$ cat src/verilog/pid_pkg.sv
package pid_pkg;

	////////////////////////////////////////
	// widths and channel counts
	////////////////////////////////////////
	localparam int N_ADC      = 4;	// adc channels
	localparam int N_DAC      = 4;	// dac channels
	localparam int W_ADC      = 18;	// adc sample width
	localparam int W_COMP     = 40;	// pid computation width
	localparam int W_EP       = 16;	// config word
	localparam int W_DAC_DATA = 16;	// dac code
	localparam int W_OSM      = 2;	// oversample mode, block of 2^osm
	localparam int W_SEL      = 2;	// router source index
	localparam int W_MLT      = 8;	// preprocessor multiplier

	localparam logic [3:0] DAC_CMD_WRUPD = 4'b0011;	// write input reg n, update dac n

	typedef logic [W_ADC-1:0] sample_t;
	typedef logic signed [W_COMP-1:0] comp_t;
	typedef logic [W_DAC_DATA-1:0] dac_code_t;

	typedef struct packed {
		logic [W_EP-1:0]        setpoint;	// unsigned, compared against the raw sample
		logic signed [W_EP-1:0] p_coef;
		logic signed [W_EP-1:0] i_coef;
		logic signed [W_EP-1:0] d_coef;
	} pid_cfg_s;

	typedef struct packed {
		dac_code_t        min;
		dac_code_t        max;
		dac_code_t        init;	// code for a zero pid value
		logic [W_MLT-1:0] mult;
	} opp_cfg_s;

	typedef struct packed {
		logic             active;
		logic [W_SEL-1:0] src;	// pid channel feeding this output
	} route_s;

	typedef struct packed {
		comp_t value;
		logic  valid;
	} chan_data_s;

	// dac8568 write frame, msb first on the wire
	typedef struct packed {
		logic [3:0] prefix;
		logic [3:0] command;
		logic [3:0] address;
		dac_code_t  data;
		logic [3:0] feature;
	} dac_frame_s;

	typedef union packed {
		dac_frame_s  fields;	// queue side
		logic [31:0] raw;	// shifter side
	} dac_frame_u;

	typedef enum logic [3:0] {
		ADDR_SETPOINT = 4'd0,
		ADDR_P        = 4'd1,
		ADDR_I        = 4'd2,
		ADDR_D        = 4'd3,
		ADDR_OSM      = 4'd4,
		ADDR_MULT     = 4'd5,
		ADDR_MIN      = 4'd6,
		ADDR_MAX      = 4'd7,
		ADDR_INIT     = 4'd8,
		ADDR_ROUTE0   = 4'd9,	// route k lives at 9 + k
		ADDR_ROUTE1   = 4'd10,
		ADDR_ROUTE2   = 4'd11,
		ADDR_ROUTE3   = 4'd12,
		ADDR_CLEAR    = 4'd15	// integrator clear mask, acts at once
	} cfg_addr_e;

endpackage

$ cat src/verilog/dac_controller.sv
`timescale 1ns/1ps

module dac_controller import pid_pkg::*; (
	input  logic       clk50,
	input  logic       arst_n,
	input  dac_frame_u frame,
	input  logic       frame_valid,
	output logic       done,	// one pulse per frame
	output logic       dac_sclk,
	output logic       dac_din,
	output logic       dac_nsync,
	output logic       dac_nldac,
	output logic       dac_nclr
);

	localparam int N_BITS = $bits(dac_frame_u);	// 32
	localparam int N_LOW  = 2 * N_BITS;	// nsync low cycles, sclk period 2
	localparam int W_CNT  = $clog2(N_LOW + 2);

	logic              busy;
	logic [W_CNT-1:0]  cnt;	// cycle within the frame, 1 while first bit is out
	logic [N_BITS-1:0] shreg;	// bits still to send, msb next
	logic              accept;
	logic              shift_en;

	// done blocks the cycle where the queue still shows the old frame
	assign accept   = frame_valid && !busy && !done;
	assign shift_en = busy && (cnt < W_CNT'(N_LOW)) && !dac_sclk;	// next bit on rising sclk

	always_ff @(posedge clk50 or negedge arst_n) begin
		if (!arst_n) begin
			busy      <= 1'b0;
			cnt       <= '0;
			done      <= 1'b0;
			dac_sclk  <= 1'b0;
			dac_din   <= 1'b0;
			dac_nsync <= 1'b1;
		end else begin
			done <= 1'b0;
			if (accept) begin
				busy      <= 1'b1;
				cnt       <= W_CNT'(1);
				dac_nsync <= 1'b0;
				dac_sclk  <= 1'b1;
				dac_din   <= frame.raw[N_BITS-1];	// msb with the first rising sclk
			end else if (busy) begin
				cnt <= cnt + 1'b1;
				if (cnt < W_CNT'(N_LOW)) begin
					dac_sclk <= ~dac_sclk;	// dac samples din on the falling edge
					if (shift_en)
						dac_din <= shreg[N_BITS-1];
				end else if (cnt == W_CNT'(N_LOW)) begin
					dac_nsync <= 1'b1;	// frame latched by the dac
					dac_din   <= 1'b0;
				end else begin
					busy <= 1'b0;
					cnt  <= '0;
					done <= 1'b1;	// 66 cycles after accept
				end
			end
		end
	end

	always_ff @(posedge clk50) begin
		if (accept)
			shreg <= frame.raw << 1;
		else if (shift_en)
			shreg <= shreg << 1;
	end

	assign dac_nldac = 1'b0;	// dac updates on each frame
	assign dac_nclr  = 1'b1;

endmodule

$ cat config.mk
export PLATFORM = sky130hd
export DESIGN_NAME = dac_controller
export DESIGN_NICKNAME = d
export VERILOG_FILES = /design/src/verilog/pid_pkg.sv /design/src/verilog/dac_controller.sv
export SDC_FILE = /design/constraint.sdc
export NUM_CORES = 1
export LEC_CHECK = 0
export BUFFER_PORTS_ARGS = -buffer_cell sky130_fd_sc_hd__buf_2
export CAP_MARGIN = 20
export CORE_MARGIN = 2
export CORE_UTILIZATION = 29
export CTS_CLUSTER_DIAMETER = 50
export CTS_CLUSTER_SIZE = 30
export DETAILED_ROUTE_END_ITERATION = 8
export GPL_TIMING_DRIVEN = 0
export PLACE_DENSITY = 0.58
export SLEW_MARGIN = 10
export SYNTH_ARGS = -nofsm -noshare
export SYNTH_HDL_FRONTEND = slang
export SYNTH_SLANG_ARGS = --single-unit
$ cat constraint.sdc
create_clock -name clk50 -period 2.2 [get_ports clk50]
set_input_delay 0.22 -clock clk50 [delete_from_list [all_inputs] [get_ports clk50]]
set_output_delay 0.22 -clock clk50 [all_outputs]
set_load 0.005 [all_outputs]
---- Word-level counts from Yosys, hierarchy flattened ----
Index checks and enable logic that the tools add are counted.
storage, ports and cells
  output and inout port bits .............. 6
  register bits after elaboration ......... 43
cells by class
  $lt $le $gt $ge ......................... 1
  bitwise logic cells ..................... 1
  $add $sub $neg .......................... 1
  eq/ne operators ......................... 3
  multiplexer cells ....................... 26
  reductions and logical operators ........ 15
operator list
  operator               number
  $mux W32               2
  $mux W7                4
  $mux W1                20
  $reduce_bool A2 Y1     4
  $add A7 B1 Y7 const B  1
  $eq A7 B7 Y1 const B   1
  $lt A7 B7 Y1 const B   1
  $reduce_and A3 Y1      2
  $logic_and A1 B1 Y1    4
  $logic_not A1 Y1       3
  $ne A3 B3 Y1 const B   1
  $reduce_bool A3 Y1     1
  $ne A2 B2 Y1 const B   1
  $reduce_and A2 Y1      1
  $not A1 Y1             1

---- Depth between registers and ports, before layout ----
Gate-level depths: netlist of the first run.
  depth in word-level cells ............... 7
  gate-level depth with buffers ........... 6
  gate-level depth less buffers ........... 6

---- Worst setup path after synthesis of the first run ----
No wires, ideal clock.
  kind .................................... register to register
  start point ............................. reg cnt[6]
  end point ............................... reg dac_din
  arrival time ............................ 1,887 ps
  path buffers ............................ 0
  setup time .............................. 125 ps
  stages on the path, launching flop included .. 5
  path slack .............................. 188 ps
  period minus slack after synthesis ...... 2,012 ps
  cell sequence ........................... dfrtp_1 > nand2b_1 > o21ai_2 > a31oi_1 > mux2_2
on the way
  word-level cells in the longest chain between the ends .. 5
  elaborated cells on any way between the ends .. 10
  classes of those cells .................. order compare (1); eq/ne (2); mux (3); reduce/logical (4)
RTL lines
  item                                RTL line                                    source
  start: declaration                  dac_controller.sv:21                        logic [W_CNT-1:0] cnt;
  start signal: assignment            dac_controller.sv:47                        cnt <= cnt + 1'b1;
  $lt A7 B7 Y1                        dac_controller.sv:28, dac_controller.sv:48
  $logic_and A1 B1 Y1 (2 in a row)    dac_controller.sv:28                        assign shift_en = busy && (cnt < W_CNT'(N_LOW)) && !dac_sclk;
  $ne A3 B3 Y1 (no source line)       --
  $reduce_and A3 Y1 (no source line)  --
  end signal: assignment              dac_controller.sv:45                        dac_din <= frame.raw[N_BITS-1];
  end signal: assignment              dac_controller.sv:51                        dac_din <= shreg[N_BITS-1];
  end: declaration                    dac_controller.sv:10                        output logic dac_din,
Several ways; a longest one is shown, not always the timed one. The select of a mux whose other input is x is not followed.
A chain may end at the register's enable or synchronous reset.

---- Final worst setup path of the first run ----
  start point ............................. reg busy
  end point ............................... reg shreg[29] (data pin)
on the way
  word-level cells in the longest chain between the ends .. 4
RTL lines
  item                              RTL line              source
  start: declaration                dac_controller.sv:20  logic busy;
  start signal: assignment          dac_controller.sv:32  busy <= 1'b0;
  start signal: assignment          dac_controller.sv:41  busy <= 1'b1;
  start signal: assignment          dac_controller.sv:56  busy <= 1'b0;
  $logic_not A1 Y1                  dac_controller.sv:27  assign accept = frame_valid && !busy && !done;
  $logic_and A1 B1 Y1 (2 in a row)  dac_controller.sv:27
  $mux W32                          dac_controller.sv:65  if (accept)
  end signal: assignment            dac_controller.sv:66  shreg <= frame.raw << 1;
  end signal: assignment            dac_controller.sv:68  shreg <= shreg << 1;
  end: declaration                  dac_controller.sv:22  logic [N_BITS-1:0] shreg;
Every way passes these cells.

==> results.md, run 1 <==
* Gp weighted congestion at 0.803
* Synth Instances at 194
* Avg WL per Cell at between 10 and 15 um
* Minimum clock period at 1.70 ns
* Nets at 278
* Mapped Area at 0.00196 mm^2
* Post-route ant nets at 0
* Crit-path max cell delay at 0.44 ns
* Clock transition at path regs at 0.09 ns
* Type of origin of the critical path: register
* Routed length on met3 at 225 um
* Period utilization at 77.4%
* Tot GR Track Use at 11.2%
* Status: finished, final reports clean
* Worst path cell trace: or3b_1 -> buf_2 -> buf_2 -> nand2_1 -> nand2_1
* CTS Buf Count at 5
* Crit path kind: reg2reg
* Clock network fraction of total power at 21.3%
* Antenna violations before repair at 0
* Final Hold Viols at 0
* H-tree depth at 2
* R2R cell count at 5
* Slowest cell on crit path: dfrtp_1
* Worst path required time at 2.24 ns
* Worst hold stages at 3
* PwrDens at 1180 mW/mm^2
* Layout cells sized above 1 at 24.8%
* Routed vias/inst at 4.46
* I/O Pins at 41
* Filler cell count at 661
* Syn. warnings at 0
* Hold path start: frame[8]
* Relative slew slack at a little under three fifths
* Met1 WL at 1960 um
* Distinct cells, synth at 31
* Final worst slack at 0.496 ns
* Max Cap Viol at 0
* Layout area overhead at 22.4%
* Most frequent cells in the layout: nand2_1, buf_2, edfxtp_1
* Dominant cell type by area after synthesis: edfxtp_1
* Detailed Place HPWL at 2740 um
* Async S/R FF share, synth at between 20 and 30%
* Flops & latches, synth at 43
* Width of the die at around 86 um
* Clk buf depth at 2
* DRC violations left at 0
* First-pass GRT wire length at ~6400 um
* Max Freq at 587 MHz
* Most area-consuming cells after synthesis: edfxtp_1, nand2_1, dfrtp_1, buf_2, dfstp_2
* Total overflow reported by the global router at 0
* CTS tree: done
* Area of the die at between 0.007 and 0.008 mm^2
* Die Y at about 86 um
* Worst hold endpoint: shreg[9]
* RSZ-0062 raised after global routing: false
* Yosys top cell area share at 47.6%
* # rows at 29
* Drt first-iter violations at 96
* Post-synth EDFFs at 31
* WL met2 at 1690 um
* R2R setup slack at 0.50 ns
* Number of vias in the routed layout at 1,423
* Worst r2r src: busy
* Leading cell type in the layout, fill and taps excluded: nand2_1
* Post-CTS resize count at 0
* Data arrival, critical path at ~1.7 ns
* P_leak at 1.10 nW
* CTS Sinks at 43
* Comb pwr share at roughly a quarter
* IO buf count at 38
* Max VDD drop at 0.505 mV
* RR Endpoint: shreg[29]
* Top sig layer: met4
* Post-synthesis net count at 231
* Crit-path max FO at 10
* DRT Pass-1 Iters at 4
* Total internal power at 0.00198 W
* Core area at 0.00642 mm^2
* Total Wirelength at about 3900 um
* Initial core utilization at 30.5%
* Total power at 0.00283 W
* Least-Margin Pin Slew at 0.657 ns
* Max-slew violation count at 0
* Register area share after synthesis at 63.0%
* Sw frac at 29.9%
* Setup Skew at 0.0133 ns
* CTS root buf: clkbuf_8
* CP Capture Type: register
* Placement Setup Slack at a little over 0.5 ns
* Vias in the first global route at 1,325
* NetSw at approximately 0.00084 W
* Worst-Skew Late Latency at 0.29 ns
* Flop pwr share at 53.4%
* ANT cells at 0
* Syn Area/Cell at 10.1 um^2
* Worst Hold Class: in2reg
* Setup-failing EPs final at 0
* Largest net degree at the start of global routing at 24
* Top FF cell, synth: edfxtp_1
==> layout make-up <==
cell class	count	area [um^2]	share of cell area, %
clock inverter	3	38.8	1.62
timing repair buffer	40	228	9.50
buffer	10	53.8	2.25
inverter	4	15.0	0.627
multi-input combinational	137	663	27.7
tap	77	96.3	4.02
sequential	43	1230	51.4
clock buffer	5	68.8	2.87
==> synth_stat cells, types with 2 or more instances <==
cell,n
nand3_1,2
nand2_1,99
o21ai_1,4
buf_2,7
nand2b_1,3
o211ai_1,2
conb_1,2
xor2_1,3
buf_4,2
inv_1,4
dfrtp_1,11
nor2_1,2
edfxtp_1,31
ha_1,2
o31ai_1,3
nand4_1,2
==> timing repair <==
action                                 4_1_cts  5_1_grt
hold buffers                                 1        0
buffers inserted                             0        0
endpoints found under the hold margin       11        0
==> how the worst max path moves through the flow <==
stage / startpoint / to / slack (ns)
2_1_floorplan: cnt[6] / dac_din / 0.19
3_3_place_gp: cnt[6] / dac_din / -0.32
3_5_place_dp: done / shreg[29] / 0.51
4_1_cts: done / shreg[29] / 0.48
5_1_grt: busy / shreg[29] / 0.33
6_report: busy / shreg[29] / 0.50
==> flip-flops by register name, indices dropped and copies added, names as in the netlist <==
register	count
dac_din	1
busy	1
shreg	31
done	1
cnt	7
dac_sclk	1
dac_nsync	1
==> per-stage QoR <==
stage / instance area (um^2) / utilization [%] / TNS (ns) / hold WS [ns] / std cells
6_report: 2400 / 37.3 / 0 / 0.190 / 319
5_1_grt: 2400 / 37.3 / 0 / 0.193 / 319
3_5_place_dp: 2280 / 35.5 / 0 / 0.118 / 310
2_1_floorplan: 1960 / - / 0 / -0.0756 / 194
3_3_place_gp: 2240 / 34.9 / -5.33 / 0.116 / 309
4_1_cts: 2400 / 37.3 / 0 / 0.177 / 319
==> power by group through the flow <==
stage               clock network, W  registers, W  logic [W]
CTS                         0.000619       0.00151   0.000732
finish                      0.000602       0.00151   0.000716
floorplan                          0       0.00149   0.000474
global placement                   0       0.00152   0.000640
global route                0.000657       0.00154   0.000833
detailed placement                 0       0.00152   0.000727
==> worst max-delay path, delay by kind of cell (launching register included) <==
family | cells | cell delay [ns]
buf+inv | 2 | 0.41
flops | 1 | 0.44
simple gates | 3 | 0.60
==> layer usage <==
layer	up-vias	global-route usage, %
met4	0	3.90
met1	649	16.1
met2	42	16.6
li1	730	-
met3	2	2.50
met5	-	0
==> cell families after synthesis <==
logic type / share of synthesized area [%]
adder cells (fa/ha/maj): 1.28
AND/OR/NAND/NOR: 24.9
other: 0.384
multiplexers: 0.575
XOR/XNOR: 1.34
AO/OA/AOI/OAI: 5.05
flip-flops: 63.0
buffers and inverters: 3.52
Power figures use the tool's default switching activity.
==> run 2: changes to the inputs <==
--- a/config.mk
+++ b/config.mk
@@ -5,6 +5,7 @@
 export SDC_FILE = /design/constraint.sdc
 export NUM_CORES = 1
 export LEC_CHECK = 0
+export ABC_AREA = 1
 export BUFFER_PORTS_ARGS = -buffer_cell sky130_fd_sc_hd__buf_2
 export CAP_MARGIN = 20
 export CORE_MARGIN = 2
@@ -13,7 +14,7 @@
 export CTS_CLUSTER_SIZE = 30
 export DETAILED_ROUTE_END_ITERATION = 8
 export GPL_TIMING_DRIVEN = 0
-export PLACE_DENSITY = 0.58
+export PLACE_DENSITY = 0.59
 export SLEW_MARGIN = 10
 export SYNTH_ARGS = -nofsm -noshare
 export SYNTH_HDL_FRONTEND = slang
==> constraint.sdc (replaced) <==
create_clock -name clk50 -period 1.5 [get_ports clk50]
set_input_delay 0.15 -clock clk50 [delete_from_list [all_inputs] [get_ports clk50]]
set_output_delay 0.15 -clock clk50 [all_outputs]
set_load 0.005 [all_outputs]
==> results.md, run 2 <==
* Status: finished, final reports clean
* Total negative slack at 0 ns
* Vias in the first global route at 1,433
* CTS tree: done
* Post-route ant nets at 0
* Crit path kind: reg2reg
* Max-slew violation count at 0
* Width of the die at ~88 um
* Most flops, register: shreg
* Period utilization at 95.8%
* Data arrival, critical path at 1.44 ns
* Register area share after synthesis at 60.9%
* Most Crowded Layer GR: met2
* CTS Sinks at 43
* ANT cells at 0
* Core area at roughly 0.0068 mm^2
* CP Capture Type: register
* Most area-consuming cells after synthesis: edfxtp_1, nand2_1, dfrtp_1, buf_6, nand3_1
* Post-synth top cells: nand2_1, edfxtp_1, dfrtp_1, inv_1
* Routed vias/inst at 4.32
* Avg WL per Cell at 11.4 um
* Layout area overhead at 23.4%
* Antenna violations before repair at 0
* Final Cell Area at ~0.0025 mm^2
* Post-synth EDFFs at 31
* IO buf count at 38
* Die Y at between 80 and 90 um
* Setup-failing EPs final at 0
* Area after DPL at between 0.002 and 0.0025 mm^2
* Area of the die at ~0.0077 mm^2
* M1 GR Usage at between 10% and 20%
* Nets at 302
* Most frequent cells in the layout: nand2_1, buf_2, edfxtp_1
* Worst path required time at 1.50 ns
* Top Registers: shreg x31, cnt x7
* Clock transition at path regs at about 0.080 ns
* Crit-path max FO at 16
* Async S/R FF share, synth at 27.9%
* Type of origin of the critical path: register
* First-pass GRT wire length at 6490 um
* Number of vias in the routed layout at 1,495
* Distinct cells, synth at 25
* # rows at 30
* DRC violations left at 0
* Synth Instances at approximately 220
* M2 GR Usage at 17.8%
* Minimum clock period at ~1.4 ns
* Dpl cells at 334
* CTS root buf: clkbuf_8
* Final worst slack at 0.0632 ns
* Clk buf depth at 2
* RSZ-0062 raised after global routing: false
* PwrDens at just over 2000 mW/mm^2
* Total Wirelength at 3950 um
* Syn. warnings at 0
* H-tree depth at 2
* GR Util met3 at 3.02%
* DRT Pass-1 Iters at 4
* Max Cap Viol at 0
* CTS Buf Count at 5
* Gp weighted congestion at 0.775
* Setup Skew at between 0.009 and 0.01 ns
* Post-synthesis net count at between 200 and 300
* Drt first-iter violations at 76
* Layout cells sized above 1 at 28.6%
* Largest net degree at the start of global routing at 17
* Worst Hold Class: in2reg
* Max FFs per register at 31
* Worst-Skew Late Latency at 0.30 ns
* Fin cells at roughly 350
* Flops & latches, synth at 43
* Max Freq at between 600 and 700 MHz
* Filler cell count at 701
* Placement Setup Slack at -0.0632 ns
* Detailed Place HPWL at 2760 um
* P_leak at about 1.2 nW
* Tot GR Track Use at roughly 11%
* Initial core utilization at 30.0%
* Max VDD drop at around 0.54 mV
* Count leader, synth: nand2_1
* Top FF cell, synth: edfxtp_1
* Total overflow reported by the global router at 0
* Leading cell type in the layout, fill and taps excluded: nand2_1
* Mapped Area at 0.00202 mm^2
* Dominant cell type by area after synthesis: edfxtp_1
* Yosys top cell area share at 46.0%
* Syn Area/Cell at 9.37 um^2
* Final Hold Viols at 0
* I/O Pins at 41
-- run 2: final cells by class --
cell class,count,area [um^2],area share [%]
multi-input combinational,153,716,28.7
inverter,12,45.0,1.80
tap,80,100,4.01
sequential,43,1230,49.4
clock inverter,3,43.8,1.75
clock buffer,5,68.8,2.76
timing repair buffer,41,215,8.62
buffer,9,75.1,3.01
-- run 2: worst max-delay path, stage by stage, from the launching register on --
cell and delay, ns:
dfrtp_2 0.46, nor2_4 0.12, nand2_2 0.10, buf_6 0.16, buf_6 0.16, nand2_8 0.14
-- run 2: power breakdown --
part           switching (W)  internal (W)
Clock               0.000403      0.000496
Combinational        0.00108      0.000697
Sequential          0.000291       0.00217
Total                0.00177       0.00336
-- run 2: worst paths after layout --
kind | start | end | slack (ns) | cells past startpoint
setup / recovery | busy | shreg[25] | 0.06 | 5
hold / removal | frame[8] | shreg[9] | 0.11 | 3
setup reg to reg | busy | shreg[25] | 0.06 | 5
hold reg to reg | dac_nsync | dac_nsync | 0.48 | 2
max in group asynchronous | arst_n | dac_nsync | 0.97 | 2
min in group asynchronous | arst_n | cnt[5] | 0.25 | 2
-- run 2: per-stage QoR --
step / total power (W) / hold WS [ns] / util (%)
detailed placement: 0.00415 / 0.0477 / 34.5
global route: 0.00556 / 0.106 / 37.0
CTS: 0.00520 / 0.102 / 36.8
global placement: 0.00410 / 0.0477 / 34.5
finish: 0.00513 / 0.112 / 37.0
floorplan: 0.00368 / -0.146 / -
-- run 2: cell families after synthesis --
| kind of cell | after synthesis | synth area share [%] |
|---|---|---|
| other | 2 | 0.371 |
| AOI/OAI and AO/OA | 9 | 2.97 |
| buffers and inverters | 21 | 5.93 |
| adders and majority gates | 2 | 1.24 |
| and+or+nand+nor | 136 | 27.3 |
| DFF | 43 | 60.9 |
| xor gates and xnor gates | 3 | 1.30 |
-- run 2: routing by layer --
metal | part of all wire, % | wire, um
met2 | 46 | 1820
met1 | 48 | 1880
met5 | 0 | 0
met4 | 1.9 | 75
met3 | 4.6 | 180
-- run 2: repair_timing --
action                                 4_1_cts  5_1_grt
gates cloned                                 1        0
hold buffers                                 1        0
endpoints found under the hold margin       12        0
buffers inserted                             2        0
resized for setup                            1        3
setup endpoints to repair                   31       32
==> run 3: changes to the inputs <==
--- a/config.mk
+++ b/config.mk
@@ -14,6 +14,7 @@
 export CTS_CLUSTER_SIZE = 30
 export DETAILED_ROUTE_END_ITERATION = 8
 export GPL_TIMING_DRIVEN = 0
+export MAX_ROUTING_LAYER = met4
 export PLACE_DENSITY = 0.59
 export SLEW_MARGIN = 10
 export SYNTH_ARGS = -nofsm -noshare
==> results.md, run 3 (synthesized netlist as in run 2, its figures left out) <==
* Top Registers: shreg x31, cnt x7
* Status: finished, final reports clean
* # rows at 30
* Max-slew violation count at 0
* Post-route ant nets at 0
* DRT Pass-1 Iters at 4
* CTS tree: done
* Worst path required time at 1.50 ns
* Top sig layer: met4
* I/O Pins at 41
* PwrDens at 2060 mW/mm^2
* P_leak at between 1 and 1.5 nW
* ANT cells at 0
* Total overflow reported by the global router at 0
* Die Y at 87.6 um
* Most flops, register: shreg
* WL met2 at about 1800 um
* Width of the die at 87.6 um
* CTS Buf Count at 5
* Final Hold Viols at 0
* Period utilization at 95.8%
* Routed vias/inst at between 4 and 5
* Final Core Density at 37.0%
* CTS root buf: clkbuf_8
* Leading cell type in the layout, fill and taps excluded: nand2_1
* Max Freq at 696 MHz
* Max VDD drop at 0.539 mV
* Avg WL per Cell at roughly 11 um
* Max Cap Viol at 0
* First-pass GRT wire length at 6490 um
* IO buf count at 38
* Setup-failing EPs final at 0
* Minimum clock period at 1.44 ns
* Core area at around 0.0068 mm^2
* CP Capture Type: register
* Gp weighted congestion at approximately 0.79
* Worst-Skew Late Latency at 0.30 ns
* Filler cell count at 701
* Nets at slightly above 300
* Number of vias in the routed layout at 1,495
* Vias in the first global route at 1,432
* Clk buf depth at 2
* CTS Sinks at between 40 and 50
* Antenna violations before repair at 0
* Data arrival, critical path at 1.44 ns
* H-tree depth at 2
* Layout cells sized above 1 at 28.6%
* Crit-path max FO at 16
* Tot GR Track Use at 11.5%
* Minimum hold slack at 0.112 ns
* Detailed Place HPWL at 2760 um
* Setup Skew at 0.00992 ns
* Max FFs per register at 31
* Crit path kind: reg2reg
* Total Wirelength at about 4000 um
* RSZ-0062 raised after global routing: false
* Type of origin of the critical path: register
* Area of the die at 0.00767 mm^2
* Initial core utilization at 30.0%
* Most frequent cells in the layout: nand2_1, buf_2, edfxtp_1
* Largest net degree at the start of global routing at 17
* Met1 WL at approximately 1900 um
* Layout area overhead at 23.4%
* Worst Hold Class: in2reg
* Routed length on met3 at 181 um
* DRC violations left at 0
* Drt first-iter violations at 90
* Clock transition at path regs at around 0.080 ns
==> run 3: cell counts in the layout (fill, tap and decap cells not counted) <==
No cell type changed its count.
==> run 3: final timing paths <==
check                          start   endpoint  slack (ns)  cells after the start
min in group asynchronous     arst_n     cnt[5]        0.25                      2
max reg2reg                     busy  shreg[25]        0.06                      5
max                             busy  shreg[25]        0.06                      5
min reg2reg                dac_nsync  dac_nsync        0.48                      2
min                         frame[8]   shreg[9]        0.11                      3
max in group asynchronous     arst_n  dac_nsync        0.97                      2
==> run 3: worst max-delay path, stage by stage (launching register included) <==
cell     delay (ns)
dfrtp_2        0.46
nor2_4         0.12
nand2_2        0.10
buf_6          0.16
buf_6          0.16
nand2_8        0.14
==> run 3: cell type report <==
cell class                 instances  area [um^2]  area share (%)
buffer                             9         75.1            3.01
clock buffer                       5         68.8            2.76
clock inverter                     3         43.8            1.75
inverter                          12         45.0            1.80
multi-input combinational        153          716            28.7
sequential                        43         1230            49.4
tap                               80          100            4.01
timing repair buffer              41          215            8.62
==> run 3: per-layer routing <==
layer	vias up	global-route usage [%]
met1	671	14.4
met4	0	4.62
met3	6	3.02
met2	32	17.8
met5	-	-
li1	786	-
==> run 3: through the flow <==
| step | total power (W) | instance area (um^2) | std cells | setup slack (ns) | TNS, ns |
|---|---|---|---|---|---|
| 3_3_place_gp | 0.00410 | 2330 | 334 | -0.0572 | -1.76 |
| 3_5_place_dp | 0.00415 | 2330 | 334 | -0.0632 | -1.94 |
| 6_report | 0.00513 | 2500 | 346 | 0.0631 | 0 |
| 2_1_floorplan | 0.00368 | 2040 | 216 | 0.0907 | 0 |
| 5_1_grt | 0.00556 | 2500 | 346 | 0.00369 | 0 |
| 4_1_cts | 0.00520 | 2490 | 346 | 0.00569 | 0 |
==> run 3: power breakdown <==
group / total [W] / switching, W / internal (W)
clock: 0.000899 / 0.000403 / 0.000496
sequential: 0.00246 / 0.000291 / 0.00217
combinational: 0.00177 / 0.00108 / 0.000697
total: 0.00513 / 0.00177 / 0.00336
==> run 3: timing repair <==
item | CTS | global route
hold endpoints to repair | 12 | 0
endpoints found under the setup margin | 31 | 32
gates resized for setup | 1 | 3
hold buffers | 1 | 0
buffers inserted | 2 | 0
cloned | 1 | 0
