`src/verilog/pid_pkg.sv`:
```
package pid_pkg;

	////////////////////////////////////////
	// widths and channel counts
	////////////////////////////////////////
	localparam int N_ADC      = 4;	// adc channels
	localparam int N_DAC      = 4;	// dac channels
	localparam int W_ADC      = 18;	// adc sample width
	localparam int W_COMP     = 40;	// pid computation width
	localparam int W_EP       = 16;	// config word
	localparam int W_DAC_DATA = 16;	// dac code
	localparam int W_OSM      = 2;	// oversample mode, block of 2^osm
	localparam int W_SEL      = 2;	// router source index
	localparam int W_MLT      = 8;	// preprocessor multiplier

	localparam logic [3:0] DAC_CMD_WRUPD = 4'b0011;	// write input reg n, update dac n

	typedef logic [W_ADC-1:0] sample_t;
	typedef logic signed [W_COMP-1:0] comp_t;
	typedef logic [W_DAC_DATA-1:0] dac_code_t;

	typedef struct packed {
		logic [W_EP-1:0]        setpoint;	// unsigned, compared against the raw sample
		logic signed [W_EP-1:0] p_coef;
		logic signed [W_EP-1:0] i_coef;
		logic signed [W_EP-1:0] d_coef;
	} pid_cfg_s;

	typedef struct packed {
		dac_code_t        min;
		dac_code_t        max;
		dac_code_t        init;	// code for a zero pid value
		logic [W_MLT-1:0] mult;
	} opp_cfg_s;

	typedef struct packed {
		logic             active;
		logic [W_SEL-1:0] src;	// pid channel feeding this output
	} route_s;

	typedef struct packed {
		comp_t value;
		logic  valid;
	} chan_data_s;

	// dac8568 write frame, msb first on the wire
	typedef struct packed {
		logic [3:0] prefix;
		logic [3:0] command;
		logic [3:0] address;
		dac_code_t  data;
		logic [3:0] feature;
	} dac_frame_s;

	typedef union packed {
		dac_frame_s  fields;	// queue side
		logic [31:0] raw;	// shifter side
	} dac_frame_u;

	typedef enum logic [3:0] {
		ADDR_SETPOINT = 4'd0,
		ADDR_P        = 4'd1,
		ADDR_I        = 4'd2,
		ADDR_D        = 4'd3,
		ADDR_OSM      = 4'd4,
		ADDR_MULT     = 4'd5,
		ADDR_MIN      = 4'd6,
		ADDR_MAX      = 4'd7,
		ADDR_INIT     = 4'd8,
		ADDR_ROUTE0   = 4'd9,	// route k lives at 9 + k
		ADDR_ROUTE1   = 4'd10,
		ADDR_ROUTE2   = 4'd11,
		ADDR_ROUTE3   = 4'd12,
		ADDR_CLEAR    = 4'd15	// integrator clear mask, acts at once
	} cfg_addr_e;

endpackage

```
`src/verilog/dac_instr_queue.sv`:
```
`timescale 1ns/1ps

module dac_instr_queue import pid_pkg::*; #(
	parameter int n_dac = N_DAC
) (
	input  logic             clk50,
	input  logic             arst_n,
	input  dac_code_t        code [n_dac],
	input  logic [n_dac-1:0] code_valid,
	output dac_frame_u       frame,
	output logic             frame_valid,	// held until done
	input  logic             done
);

	localparam int W_IDX = $clog2(n_dac);

	dac_code_t        held [n_dac];	// newest code per channel
	logic [n_dac-1:0] pend;
	logic [W_IDX-1:0] last_q;	// channel issued last
	logic [W_IDX-1:0] pick;
	logic             found;
	logic             issue;

	// round robin, search starts just after the last issued channel
	always_comb begin
		pick  = last_q;
		found = 1'b0;
		for (int i = 1; i <= n_dac; i++) begin
			if (!found && pend[(int'(last_q) + i) % n_dac]) begin
				pick  = W_IDX'((int'(last_q) + i) % n_dac);
				found = 1'b1;
			end
		end
	end

	assign issue = found && !frame_valid;	// only when the shifter link is free

	always_ff @(posedge clk50 or negedge arst_n) begin
		if (!arst_n) begin
			pend        <= '0;
			last_q      <= W_IDX'(n_dac - 1);	// first issue goes to channel 0
			frame_valid <= 1'b0;
		end else begin
			for (int k = 0; k < n_dac; k++) begin
				if (code_valid[k])
					pend[k] <= 1'b1;	// new code keeps the channel pending
				else if (issue && int'(pick) == k)
					pend[k] <= 1'b0;
			end
			if (issue) begin
				frame_valid <= 1'b1;
				last_q      <= pick;
			end else if (done) begin
				frame_valid <= 1'b0;
			end
		end
	end

	always_ff @(posedge clk50) begin
		for (int k = 0; k < n_dac; k++)
			if (code_valid[k])
				held[k] <= code[k];	// overwrite, older value lost
		if (issue)
			frame.fields <= '{prefix: 4'h0, command: DAC_CMD_WRUPD, address: 4'(pick),
				data: held[pick], feature: 4'h0};
	end

endmodule

```
`config.mk`:
```
export PLATFORM = sky130hd
export DESIGN_NAME = dac_instr_queue
export DESIGN_NICKNAME = d
export VERILOG_FILES = /design/src/verilog/pid_pkg.sv /design/src/verilog/dac_instr_queue.sv
export SDC_FILE = /design/constraint.sdc
export NUM_CORES = 1
export LEC_CHECK = 0
export BUFFER_PORTS_ARGS = -buffer_cell sky130_fd_sc_hd__buf_4
export CORE_MARGIN = 5
export CORE_UTILIZATION = 30
export DETAILED_ROUTE_END_ITERATION = 10
export GPL_ROUTABILITY_DRIVEN = 0
export PLACE_DENSITY_LB_ADDON = 0.08
export SLEW_MARGIN = 30
export SYNTH_ARGS = -nofsm -noshare
export SYNTH_HDL_FRONTEND = slang
export SYNTH_SLANG_ARGS = --single-unit
```
`constraint.sdc`:
```
create_clock -name clk50 -period 3.9 [get_ports clk50]
set_input_delay 0.39 -clock clk50 [delete_from_list [all_inputs] [get_ports clk50]]
set_output_delay 0.39 -clock clk50 [all_outputs]
set_load 0.01 [all_outputs]
```
## After elaboration in Yosys (flattened, before gate mapping)

Memory sizes are Yosys's and may differ from the RTL's. A register that Yosys moved wholly into a read port is not among the register bits.
Cells that the tools add are included.

| operators by class | value |
|---|---|
| add/subtract/negate cells | 4 |
| magnitude comparators | 4 |
| equality and inequality tests | 3 |
| muxes and demuxes | 38 |
| bitwise logic cells | 4 |
| reduce and logical (&&, ||, !) cells | 22 |

Operators with widths:

| operator | number |
|---|---|
| $mux W1 | 30 |
| $lt A3 B4 Y1 const B | 4 |
| $reduce_bool A2 Y1 | 5 |
| $bmux W1 S2 | 4 |
| $logic_and A1 B1 Y1 | 8 |
| $mux W2 | 4 |
| $reduce_or A2 Y1 | 4 |
| $add A2 B1 Y2 const B | 2 |
| $add A2 B2 Y2 const B | 2 |
| $and A1 B1 Y1 const A | 4 |
| $eq A2 B2 Y1 const B | 2 |
| $logic_not A1 Y1 | 4 |
| $eq A2 B1 Y1 const B | 1 |
| $logic_not A2 Y1 | 1 |

| storage, ports and cells | value |
|---|---|
| register bits | 25 |
| memory bits (writable) | 64 |
| output and inout bits | 33 |
| logic and storage cells | 83 |
| memories | 1 |

Memory list:

| memory | depth | bits a word | rd ports | clocked after memory_dff | wr ports | line | source |
|---|---|---|---|---|---|---|---|
| held | 4 | 16 | 1 | 1 | 4 | dac_instr_queue.sv:17 | `dac_code_t held [n_dac];` |

## Logic depth before layout (Yosys ltp)

Gate-level depths: netlist (run 1).

| depth | value |
|---|---|
| word-level depth | 20 |
| gate-level depth with buffers | 7 |
| mapped depth without buffers | 5 |

## Worst setup path after synthesis (run 1)

Ideal clock, no wire load.

| timing path | value |
|---|---|
| path type | flip-flop to flip-flop |
| start point | reg pend[0] |
| end point | reg pend[2] |
| setup time | 0.118 ns |
| data arrival time | 1.816 ns |
| required time | 3.782 ns |
| path slack | 1.966 ns |
| cell stages (with the launch flop) | 5 |
| period minus slack after synthesis | 1.934 ns |
| cells stage by stage | dfrtp_1 -> nor4_1 -> nor2_1 -> nand3_1 -> a21o_1 |

| between the ends | value |
|---|---|
| word-level cells in the longest chain between the ends | 16 |
| elaborated cells on any way between the ends | 30 |
| those cells by class | 1 x eq/ne; 20 x mux; 9 x reduce/logical |

Ends and longest elaborated chain:

| item | line | source |
|---|---|---|
| start: declaration | dac_instr_queue.sv:18 | `logic [n_dac-1:0] pend;` |
| start signal: assignment | dac_instr_queue.sv:40 | `pend <= '0;` |
| start signal: indexed assignment | dac_instr_queue.sv:46 | `pend[k] <= 1'b1;` |
| start signal: indexed assignment | dac_instr_queue.sv:48 | `pend[k] <= 1'b0;` |
| $bmux W1 S2 | dac_instr_queue.sv:29 | `if (!found && pend[(int'(last_q) + i) % n_dac]) begin` |
| $mux W1 (implied by the code) (2 in series) | dac_instr_queue.sv:29 |  |
| $mux W1 | dac_instr_queue.sv:29 |  |
| $logic_not A1 Y1 | dac_instr_queue.sv:29 |  |
| $logic_and A1 B1 Y1 | dac_instr_queue.sv:29 |  |
| $mux W1 | dac_instr_queue.sv:29 |  |
| $logic_not A1 Y1 | dac_instr_queue.sv:29 |  |
| $logic_and A1 B1 Y1 | dac_instr_queue.sv:29 |  |
| $mux W1 | dac_instr_queue.sv:29 |  |
| $logic_not A1 Y1 | dac_instr_queue.sv:29 |  |
| $logic_and A1 B1 Y1 | dac_instr_queue.sv:29 |  |
| $mux W1 * | dac_instr_queue.sv:29 |  |
| $logic_and A1 B1 Y1 * | dac_instr_queue.sv:36 | `assign issue = found && !frame_valid;` |
| net issue | dac_instr_queue.sv:22 | `logic issue;` |
| $logic_and A1 B1 Y1 * | dac_instr_queue.sv:47 | `else if (issue && int'(pick) == k)` |
| $reduce_bool A2 Y1 (no line) * | -- |  |

Mark *: on every way through the listed nets, which the timed path passes. The rest lies on a longest branch. The select of a mux whose other input is x is not followed.
A chain may end at the register's enable or synchronous reset.

## Worst setup path in the final report (run 1)

| timing path | value |
|---|---|
| start point | reg last_q[1] |
| end point | reg frame[5] in the netlist's numbering, read port of held (data pin) |

| between the ends | value |
|---|---|
| word-level cells in the longest chain between the ends | 15 |
| elaborated cells on any way between the ends | 31 |
| those cells by class | 4 x add/sub; 20 x mux; 7 x reduce/logical |

Ends and longest elaborated chain:

| item | line | source |
|---|---|---|
| start: declaration | dac_instr_queue.sv:19 | `logic [W_IDX-1:0] last_q;` |
| start signal: assignment | dac_instr_queue.sv:41 | `last_q <= W_IDX'(n_dac - 1);` |
| start signal: assignment | dac_instr_queue.sv:52 | `last_q <= pick;` |
| $add A2 B1 Y2 | dac_instr_queue.sv:29, dac_instr_queue.sv:30 |  |
| $bmux W1 S2 | dac_instr_queue.sv:29 |  |
| $mux W1 (implied by the code) (2 in series) | dac_instr_queue.sv:29 |  |
| $mux W1 | dac_instr_queue.sv:29 |  |
| $logic_not A1 Y1 | dac_instr_queue.sv:29 |  |
| $logic_and A1 B1 Y1 | dac_instr_queue.sv:29 |  |
| $mux W1 | dac_instr_queue.sv:29 |  |
| $logic_not A1 Y1 | dac_instr_queue.sv:29 |  |
| $logic_and A1 B1 Y1 | dac_instr_queue.sv:29 |  |
| $mux W1 | dac_instr_queue.sv:29 |  |
| $logic_not A1 Y1 | dac_instr_queue.sv:29 |  |
| $logic_and A1 B1 Y1 | dac_instr_queue.sv:29 |  |
| $mux W1 | dac_instr_queue.sv:29 |  |
| $logic_and A1 B1 Y1 | dac_instr_queue.sv:36 |  |
| end: declaration | dac_instr_queue.sv:10 | `output dac_frame_u frame,` |

Several ways; a longest one is shown, not always the timed one. The select of a mux whose other input is x is not followed.

==> results of run 1 <==
stage by stage:
| stage | total power, uW | instances | cell area, um^2 | hold slack, ns | worst slack [ns] |
|---|---|---|---|---|---|
| 6_report | 3320 | 461 | 4490 | 0.223 | 1.69 |
| 5_1_grt | 3570 | 461 | 4490 | 0.200 | 1.49 |
| 4_1_cts | 3390 | 461 | 4490 | 0.205 | 1.63 |
| 3_5_place_dp | 2530 | 444 | 4180 | 0.214 | 1.65 |
| 3_3_place_gp | 2490 | 443 | 4170 | 0.213 | 1.67 |
| 2_1_floorplan | 2270 | 235 | 3510 | 0.0944 | 1.97 |
final timing paths:
| path | slack (ns) | cells past startpoint | startpoint | end |
|---|---|---|---|---|
| worst min register to register | 0.54 | 2 | last_q[0]$_DFFE_PN1P_ | last_q[0]$_DFFE_PN1P_ |
| worst min-delay path | 0.22 | 1 | code[2] | held[3][2]$_DFFE_PP_ |
| worst max-delay path | 1.69 | 5 | last_q[1]$_DFFE_PN1P_ | frame[5]$_DFFE_PP_ |
| min in group asynchronous | 0.40 | 2 | arst_n | frame_valid$_DFFE_PN0P_ |
| max in group asynchronous | 3.29 | 2 | arst_n | last_q[1]$_DFFE_PN1P_ |
| worst max register to register | 1.69 | 5 | last_q[1]$_DFFE_PN1P_ | frame[5]$_DFFE_PP_ |
report_power, final:
part,leakage [uW],switching [uW],internal [uW]
Sequential,0.000866,78.2,1300
Combinational,0.000726,656,445
Clock,0.000143,350,495
placed cells by master (no fill, tap or decap), drive strengths merged:
master	count
a21o	3
a21oi	17
a31oi	2
a32oi	16
buf	91
bufinv	1
clkbuf	9
clkinv	4
clkinvlp	1
conb	14
dfrtp	5
dfstp	2
dlygate4sd3	1
edfxtp	82
inv	4
mux2	3
mux2i	1
nand2	48
nand2b	2
nand3	2
nand3b	1
nor2	4
nor3	1
nor4	1
o221a	1
o41ai	1
or3b	1
layout make-up:
type	count	area [um^2]	area share
multi-input cells	118	651	0.145
repair buffers	92	701	0.156
well taps	143	179	0.0399
flip-flops and latches	89	2640	0.588
clock inverters	7	68.8	0.0153
clock buffers	9	225	0.0502
inverters	3	23.8	0.00530
routing by layer:
layer  track usage  wire (um)  vias up
met5             0          0        -
met4        0.0326         87        0
met3        0.0515        573        8
met2         0.182       3660       79
met1         0.138       3220      942
li1              -          -      984
state kept, by name, summed over array words and instances, names as in the netlist:
register / count
pend: 4
held: 64
frame_valid: 1
last_q: 2
frame: 18
cell families after synthesis:
logic type / after synthesis / synth area share
muxes: 4 / 0.0137
AOI/OAI and AO/OA: 40 / 0.0831
buffers and inverters: 28 / 0.0676
other: 2 / 0.00217
DFF: 89 / 0.763
and+or+nand+nor: 60 / 0.0708
what timing repair did:
| action | CTS | global route |
|---|---|---|
| endpoints found under the hold margin | 5 | 0 |
| setup buffers | 0 | 0 |
| hold buffers | 1 | 0 |
==> metrics, run 1 <==
Pins Over Slew Limit 0; TritonRoute pass-1 iters 4; count leader, synth edfxtp_1; Detail Placement HPWL between 4000 and 5000 um; CTS resizes 0; leakage between 0.0015 and 0.002 uW; H-tree depth 3; DR iter-0 viols 57; Final min period approximately 2.2 ns; WP data arrival about 2.3 ns; core box area about 11000 um^2; Crit path max-delay family compound AO/OA/AOI/OAI gates; Worst Path Max Fanout 36; top post-synthesis cells by count 82 x edfxtp_1, 48 x nand2_1, 17 x a21oi_1, 17 x buf_4, 16 x a32oi_1; RSZ-0062 raised after global routing false; Die ar. 13800 um^2; Nets approximately 380; Async S/R FF share, synth 0.0787; largest net degree at the start of global routing 37; CP Class register to register; vias per cell ~4.4; initial antenna violation count 0; post-route ant nets 0; cell taking the most area after synthesis edfxtp_1; CTS Sinks 89; number of synthesized flops with an enable pin between 80 and 90; peak supply drop around 340 uV; FILL cells ~1100; CTS max path bufs 2; status complete, no violations; Slowest-stage cell, CP o221a_2; Die Ht roughly 120 um; CTS clk-pin slew, worst paths 0.07 ns; distinct cell type count after synthesis 27; first-pass GRT wire length roughly 12000 um; FMAX around 450 MHz; CP startpoint kind register; CTS tree done; row count 39; overall routed net length between 7000 and 8000 um; slowest cell delay on critical path roughly 0.75 ns; top cells by area, synth edfxtp_1 71%, nand2_1 5.2%, a32oi_1 4.0%; Buf+Inv Stages, Crit Path 1; Root Driver clkbuf_16; global route overflow 0; Cell Pwr Density 741 nW/um^2; CP Data Required Time 3.95 ns; HP Class input pin to register; fin util 0.395; Synth Area per Inst around 16 um^2; post-synthesis sequential area ratio 0.763; num ports 104; synthesized area approximately 3500 um^2; fin crit share 0.568; count of input and output buffers 89; CTS Buf Count 9; Worst-Margin Slew 0.845 ns; Post-synth top flop edfxtp_1; Finish-stage setup viols 0; Fin. Hold Viols 0; routed len/inst approximately 16 um; vias in the first global route ~2200; Layout area overhead 29.6%; crit path cell chain mux2_4, o221a_2, inv_12, nand2_1, a32oi_1; DRC viols 0; layout cell share with drive strength beyond 1 0.358; Seq cells post-synth 89; clk_lat worst skew between 0.3 and 0.4 ns; TNS Setup 0 ns; clk_skew around 0.0068 ns; # diodes 0; die width about 120 um; Vias approximately 2000; Mapped Cells approximately 220; Yosys Warn Count 0; initial core utilization 0.305; maxcap violations 0; slew margin rel. 0.436; All-Layer GR Usage 0.114; Critical Path End Type register; share of the synthesized area in the top cell type 0.711
No activity file was read; power rests on OpenSTA's default activity.
==> run 2, diff against run 1 <==
clock period = 2 ns   (was 3.9 ns; I/O delays follow)
==> run 2 against run 1 <==
  * First-iteration DRC count grew 82%
  * Clock-buffer cell count grew 2
  * Final cell count grew 0.87%
  * Register-to-register slack lost 1.6 ns
  * Routed wire length grew 2.4%
  * Setup slack lost 1.6 ns
  * Clock skew grew 0.0027 ns
  * Critical endpoint is now frame[8]$_DFFE_PP_
  * Largest power group unchanged
  * Highest routed layer unchanged
==> metrics, run 2 (synthesis results as in run 1) <==
status complete, no violations; clk_lat worst skew 0.34 ns (about the same); hold path depth 1 (unchanged); dpl cell area 4240 um^2 (+1.4%); CP Data Required Time 2.05 ns (-1.90 ns); Worst-Margin Slew 0.542 ns (-0.304 ns); Largest Register held; overall routed net length 7720 um (+2.4%); RSZ-0062 raised after global routing true; row count 39 (unchanged); Layout area overhead 31.9%; Nets 388 (+1.0%); number of flip-flops under the largest register name 64 (unchanged); die width 117 um (unchanged); Vias 2055 (+2.1%); Detail Placement HPWL 5210 um (+6.3%); first-pass GRT wire length 12000 um (+0.40%); P_int 4590 uW (+100%); largest net degree at the start of global routing 37 (unchanged); count of input and output buffers 89 (unchanged); crit path cell chain mux2_4, o221a_4, buf_12, a21oi_1, a32oi_1; combinational share of power 0.359 (+0.028); FMAX 515 MHz (+14%); slowest cell delay on critical path 0.60 ns (-0.15 ns); num ports 104 (unchanged); DR iter-0 viols 104 (+82%); Final Cell Area 4570 um^2 (+1.8%); Die Ht 117 um (unchanged); Setup WS post-layout 0.0568 ns (-1.63 ns); setup slack, reg-to-reg 0.06 ns (-1.63 ns); Slowest-stage cell, CP dfstp_2; vias per cell 4.42 (+1.2%); # diodes 0 (unchanged); pre-CTS WS -0.0388 ns (-1.69 ns); capturing point of the worst reg2reg path frame[8]$_DFFE_PP_; clk_skew 0.00946 ns (+0.00268 ns); share of power burned in registers 0.395 (-0.019); layout cell share with drive strength beyond 1 0.370 (+0.0111); DRC viols 0 (unchanged); leading cell type in the layout, fill and taps excluded buf_4; vias in the first global route 2211 (+1.1%); core box area 11400 um^2 (unchanged); TritonRoute pass-1 iters 4 (unchanged); global route overflow 0 (unchanged); Hold Crit Start code[26]; CTS Buf Count 9 (unchanged); CTS max path bufs 2 (unchanged); H-tree depth 3 (unchanged); leakage 0.00177 uW (+2.3%); initial antenna violation count 0 (unchanged); postcts setup bufs 0 (unchanged); All-Layer GR Usage 0.113 (about the same); Crit path max-delay family flip-flops; FILL cells 1094 (+0.18%); fin crit share 0.972 (+0.404); Fin. Hold Viols 0 (unchanged); CTS tree done; Die ar. 13800 um^2 (unchanged); initial core utilization 0.305 (unchanged); switching share of power 0.324 (-0.00227); maxcap violations 0 (unchanged); routed len/inst 16.6 um (+1.5%); Cell Pwr Density 1490 nW/um^2 (+100%); CP Class register to register; peak supply drop 808 uV (+140%); hold endpoint held[2][10]$_DFFE_PP_; Worst Path Max Fanout 14 (-61%); CP startpoint kind register; post-route ant nets 0 (unchanged); WP data arrival 1.99 ns (-0.27 ns); CTS Sinks 89 (unchanged); commonest cells after routing, fill and taps aside 92 x buf_4, 82 x edfxtp_1, 48 x nand2_1, 16 x a21oi_1, 16 x a32oi_1; WP depth 5 (unchanged); Critical Path End Type register; net switching power 2200 uW (+100%); Pins Over Slew Limit 0 (unchanged); Buf+Inv Stages, Crit Path 1 (unchanged); Clock power frac 0.246 (-0.008); CTS clk-pin slew, worst paths 0.07 ns (about the same); worst r2r path cells 5 (unchanged); biggest regs held: 64 flops, frame: 18 flops, pend: 4 flops; slew margin rel. 0.639 (+0.202); Final min period 1.94 ns (-0.270 ns); Reg2Reg Launch Point last_q[1]$_DFFE_PN1P_; Root Driver clkbuf_16; HP Class input pin to register; Finish-stage setup viols 0 (unchanged)
-- run 2: cell types whose count changed in the layout (fill, tap and decap cells not counted) --
cell	change
clkinv_2	-2
clkbuf_1	+2
a21oi_2	+1
clkinv_1	-1
mux2_4	+1
mux2_1	-1
o221a_4	+1
buf_4	+2
o221a_2	-1
inv_6	+1
buf_12	+3
a21oi_1	-1
buf_8	-1
-- run 2: power groups by stage --
| stage | logic, uW | registers [uW] | clock network (uW) |
|---|---|---|---|
| after global placement | 2390 | 2720 | 0 |
| final | 2430 | 2680 | 1670 |
| after CTS | 2480 | 2690 | 1730 |
| after global routing | 2730 | 2720 | 1800 |
| after detailed placement | 2440 | 2730 | 0 |
| after floorplan | 1660 | 2780 | 0 |
-- run 2: worst register-to-register path: stages (launching register included) --
cell	delay [ns]
dfstp_2	0.60
mux2_4	0.32
o221a_4	0.32
buf_12	0.17
a21oi_1	0.16
a32oi_1	0.09
-- run 2: area by class of cell --
type                       count  area (um^2)  share of cell area
inverter                       3         23.8             0.00521
multi-input combinational    118          667               0.146
timing repair buffer          96          761               0.167
sequential                    89         2640               0.578
clock inverter                 5         63.8              0.0140
tap                          143          179              0.0392
clock buffer                  11          233              0.0510
-- run 2: routing by layer --
metal | GRT usage | part of all wire
met1 | 0.130 | 0.41
met2 | 0.191 | 0.50
met3 | 0.0419 | 0.069
met4 | 0.0457 | 0.015
met5 | 0 | 0
-- run 2: what timing repair did --
| item | 4_1_cts | 5_1_grt |
|---|---|---|
| endpoints found under the setup margin | 5 | 9 |
| pin swaps | 0 | 1 |
| hold buffers | 1 | 0 |
| resized for setup | 1 | 3 |
| hold endpoints to repair | 7 | 0 |
-- run 2: how the worst max path moves through the flow --
stage | from | endpoint | slack (ns)
global route | last_q[1]$_DFFE_PN1P_ | frame[9]$_DFFE_PP_ | -0.004
floorplan | pend[0]$_DFFE_PN0P_ | pend[2]$_DFFE_PN0P_ | 0.07
finish | last_q[1]$_DFFE_PN1P_ | frame[8]$_DFFE_PP_ | 0.06
global placement | last_q[1]$_DFFE_PN1P_ | frame[7]$_DFFE_PP_ | 0.07
CTS | last_q[1]$_DFFE_PN1P_ | frame[13]$_DFFE_PP_ | 0.0008
detailed placement | last_q[1]$_DFFE_PN1P_ | frame[13]$_DFFE_PP_ | -0.04
-- run 2: per-stage QoR --
step           std cells  utilization  power [uW]  TNS [ns]  hold WS [ns]
3_3_place_gp         448        0.373        5110         0        0.0207
5_1_grt              465        0.402        7250  -0.00698        0.0151
3_5_place_dp         448        0.373        5170   -0.0740        0.0200
4_1_cts              465        0.401        6900         0        0.0220
6_report             465        0.402        6790         0        0.0345
2_1_floorplan        235            -        4430         0       -0.0956
==> run 3, diff against run 2 <==
CORE_UTILIZATION = 45   (was 30)
==> run 3 against run 2 <==
  * Design area down 2.9%
  * Register-to-register slack got worse by 0.02 ns
  * Highest routed layer unchanged
  * Total power shrank 6.3%
  * Largest cell class unchanged
  * Critical endpoint is now frame[15]$_DFFE_PP_
  * Critical path type unchanged
==> metrics, run 3 (synthesis results as in run 1) <==
status complete, no violations; routed len/inst 16.2 um (-2.5%); commonest cells after routing, fill and taps aside 97 x buf_4, 82 x edfxtp_1, 48 x nand2_1, 16 x a21oi_1, 16 x a32oi_1; Largest Register held; count of input and output buffers 89 (unchanged); core box area 7610 um^2 (-33%); largest net degree at the start of global routing 37 (unchanged); CTS Buf Count 9 (unchanged); capturing point of the worst reg2reg path frame[15]$_DFFE_PP_; vias per cell 4.82 (+9.1%); H-tree depth 3 (unchanged); Die Ht 97.7 um (-17%); routed wl met3 474 um (-11%); Pins Over Slew Limit 0 (unchanged); Setup WS post-layout 0.0334 ns (-0.0234 ns); CTS Sinks 89 (unchanged); Fin. Hold Viols 0 (unchanged); row count 32 (-18%); clk_skew 0.00973 ns (+0.000269 ns); switching share of power 0.328 (+0.00380); Vias 2064 (+0.44%); combinational share of power 0.376 (+0.017); Die ar. 9550 um^2 (-31%); WL met1 2890 um (-9.0%); num ports 104 (unchanged); CTS clk-pin slew, worst paths 0.09 ns (+0.02 ns); Clock power frac 0.204 (-0.042); Worst Path Max Fanout 8 (-6); fin crit share 0.983 (+0.0117); share of power burned in registers 0.421 (+0.026); clk_lat worst skew 0.34 ns (about the same); TritonRoute pass-1 iters 4 (unchanged); postcts setup bufs 0 (unchanged); vias in the first global route 2187 (-1.1%); maxcap violations 0 (unchanged); FMAX 508 MHz (-1.2%); CTS tree done; setup slack, reg-to-reg 0.03 ns (-0.02 ns); die width 97.7 um (-17%); initial antenna violation count 0 (unchanged); pre-CTS WS -0.0176 ns (+0.0212 ns); CP startpoint kind register; All-Layer GR Usage 0.150 (+0.0370); hold path depth 1 (unchanged); CP Data Required Time 2.08 ns (+0.03 ns); met2 routed WL 3470 um (-11%); overall routed net length 6920 um (-10%); P_int 4270 uW (-6.8%); highest metal used met4; biggest regs held: 64 flops, frame: 18 flops, pend: 4 flops; leading cell type in the layout, fill and taps excluded buf_4; first-pass GRT wire length 11000 um (-8.4%); CP Class register to register; global route overflow 0 (unchanged); peak supply drop 603 uV (-25%); Finish-stage setup viols 0 (unchanged); net switching power 2090 uW (-5.2%); number of flip-flops under the largest register name 64 (unchanged); DR iter-0 viols 99 (-4.8%); hold endpoint held[0][2]$_DFFE_PP_; initial core utilization 0.455 (+0.151); DRC viols 0 (unchanged); # diodes 0 (unchanged); Critical Path End Type register; Final min period 1.97 ns (+0.0234 ns); Nets 392 (+1.0%); worst r2r path cells 5 (unchanged); CTS max path bufs 2 (unchanged); Cell Pwr Density 1430 nW/um^2 (-3.5%); post-route ant nets 0 (unchanged); WP data arrival 2.05 ns (+0.06 ns); Detail Placement HPWL 4730 um (-9.2%); Root Driver clkbuf_8; leakage 0.00174 uW (-1.9%); Reg2Reg Launch Point last_q[1]$_DFFE_PN1P_; HP Class input pin to register; RSZ-0062 raised after global routing true; Hold Crit Start code[50]; layout cell share with drive strength beyond 1 0.371 (+0.00160); Layout area overhead 28.1%; fin util 0.583 (+0.181); TNS Setup 0 ns (unchanged)
[run 3: cell count changes in the layout (fill, tap and decap cells not counted), moves of 2 or more]
cell	change
buf_4	+5
clkbuf_8	+9
buf_12	-2
inv_6	-2
clkbuf_16	-9
[run 3: per-stage QoR]
step           total power, uW  hold WS (ns)  cells  area (um^2)
2_1_floorplan             4430       -0.0956    235         3510
3_3_place_gp              5010        0.0171    411         4200
3_5_place_dp              5080        0.0185    411         4200
4_1_cts                   6420       0.00807    428         4430
5_1_grt                   6810       0.00623    428         4440
6_report                  6360        0.0264    428         4440
[run 3: power groups by stage]
stage | Combinational [uW] | Sequential, uW | Clock [uW]
after global routing | 2680 | 2720 | 1410
after detailed placement | 2360 | 2720 | 0
after global placement | 2290 | 2710 | 0
after floorplan | 1660 | 2780 | 0
final | 2390 | 2680 | 1290
after CTS | 2410 | 2680 | 1330
[run 3: worst max-delay path by stage]
stage                           from             endpoint  slack (ns)  cells past startpoint
2_1_floorplan    pend[0]$_DFFE_PN0P_  pend[2]$_DFFE_PN0P_        0.07                      4
6_report       last_q[1]$_DFFE_PN1P_  frame[15]$_DFFE_PP_        0.03                      5
3_3_place_gp   last_q[1]$_DFFE_PN1P_   frame[5]$_DFFE_PP_        0.05                      5
4_1_cts        last_q[1]$_DFFE_PN1P_  frame[15]$_DFFE_PP_        0.02                      5
3_5_place_dp   last_q[1]$_DFFE_PN1P_  frame[15]$_DFFE_PP_       -0.02                      5
5_1_grt        last_q[1]$_DFFE_PN1P_  frame[15]$_DFFE_PP_       -0.01                      5
[run 3: worst max-delay path, cell delays in order, from the launching register on]
cell and delay (ns):
dfstp_2 0.60, mux2_1 0.35, o221a_4 0.29, buf_4 0.19
a21oi_1 0.18, a32oi_1 0.09
[run 3: final cells by class]
class / instances / area [um^2]
Fill cell: 632 / 3170
Sequential cell: 89 / 2640
Timing Repair Buffer: 100 / 769
Multi-Input combinational cell: 118 / 663
Clock buffer: 11 / 131
Tap cell: 102 / 128
Clock inverter: 5 / 80.1
Inverter: 3 / 23.8
[run 3: repair_timing]
item | 4_1_cts | 5_1_grt
hold endpoints to repair | 7 | 0
pin swaps | 0 | 1
hold buffers | 1 | 0
gates resized for setup | 1 | 2
setup endpoints to repair | 5 | 14
[run 3: routing by layer]
metal | GRT usage | vias up
met2 | 0.241 | 82
li1 | - | 999
met5 | 0 | -
met4 | 0.0607 | 0
met3 | 0.0380 | 6
met1 | 0.196 | 977
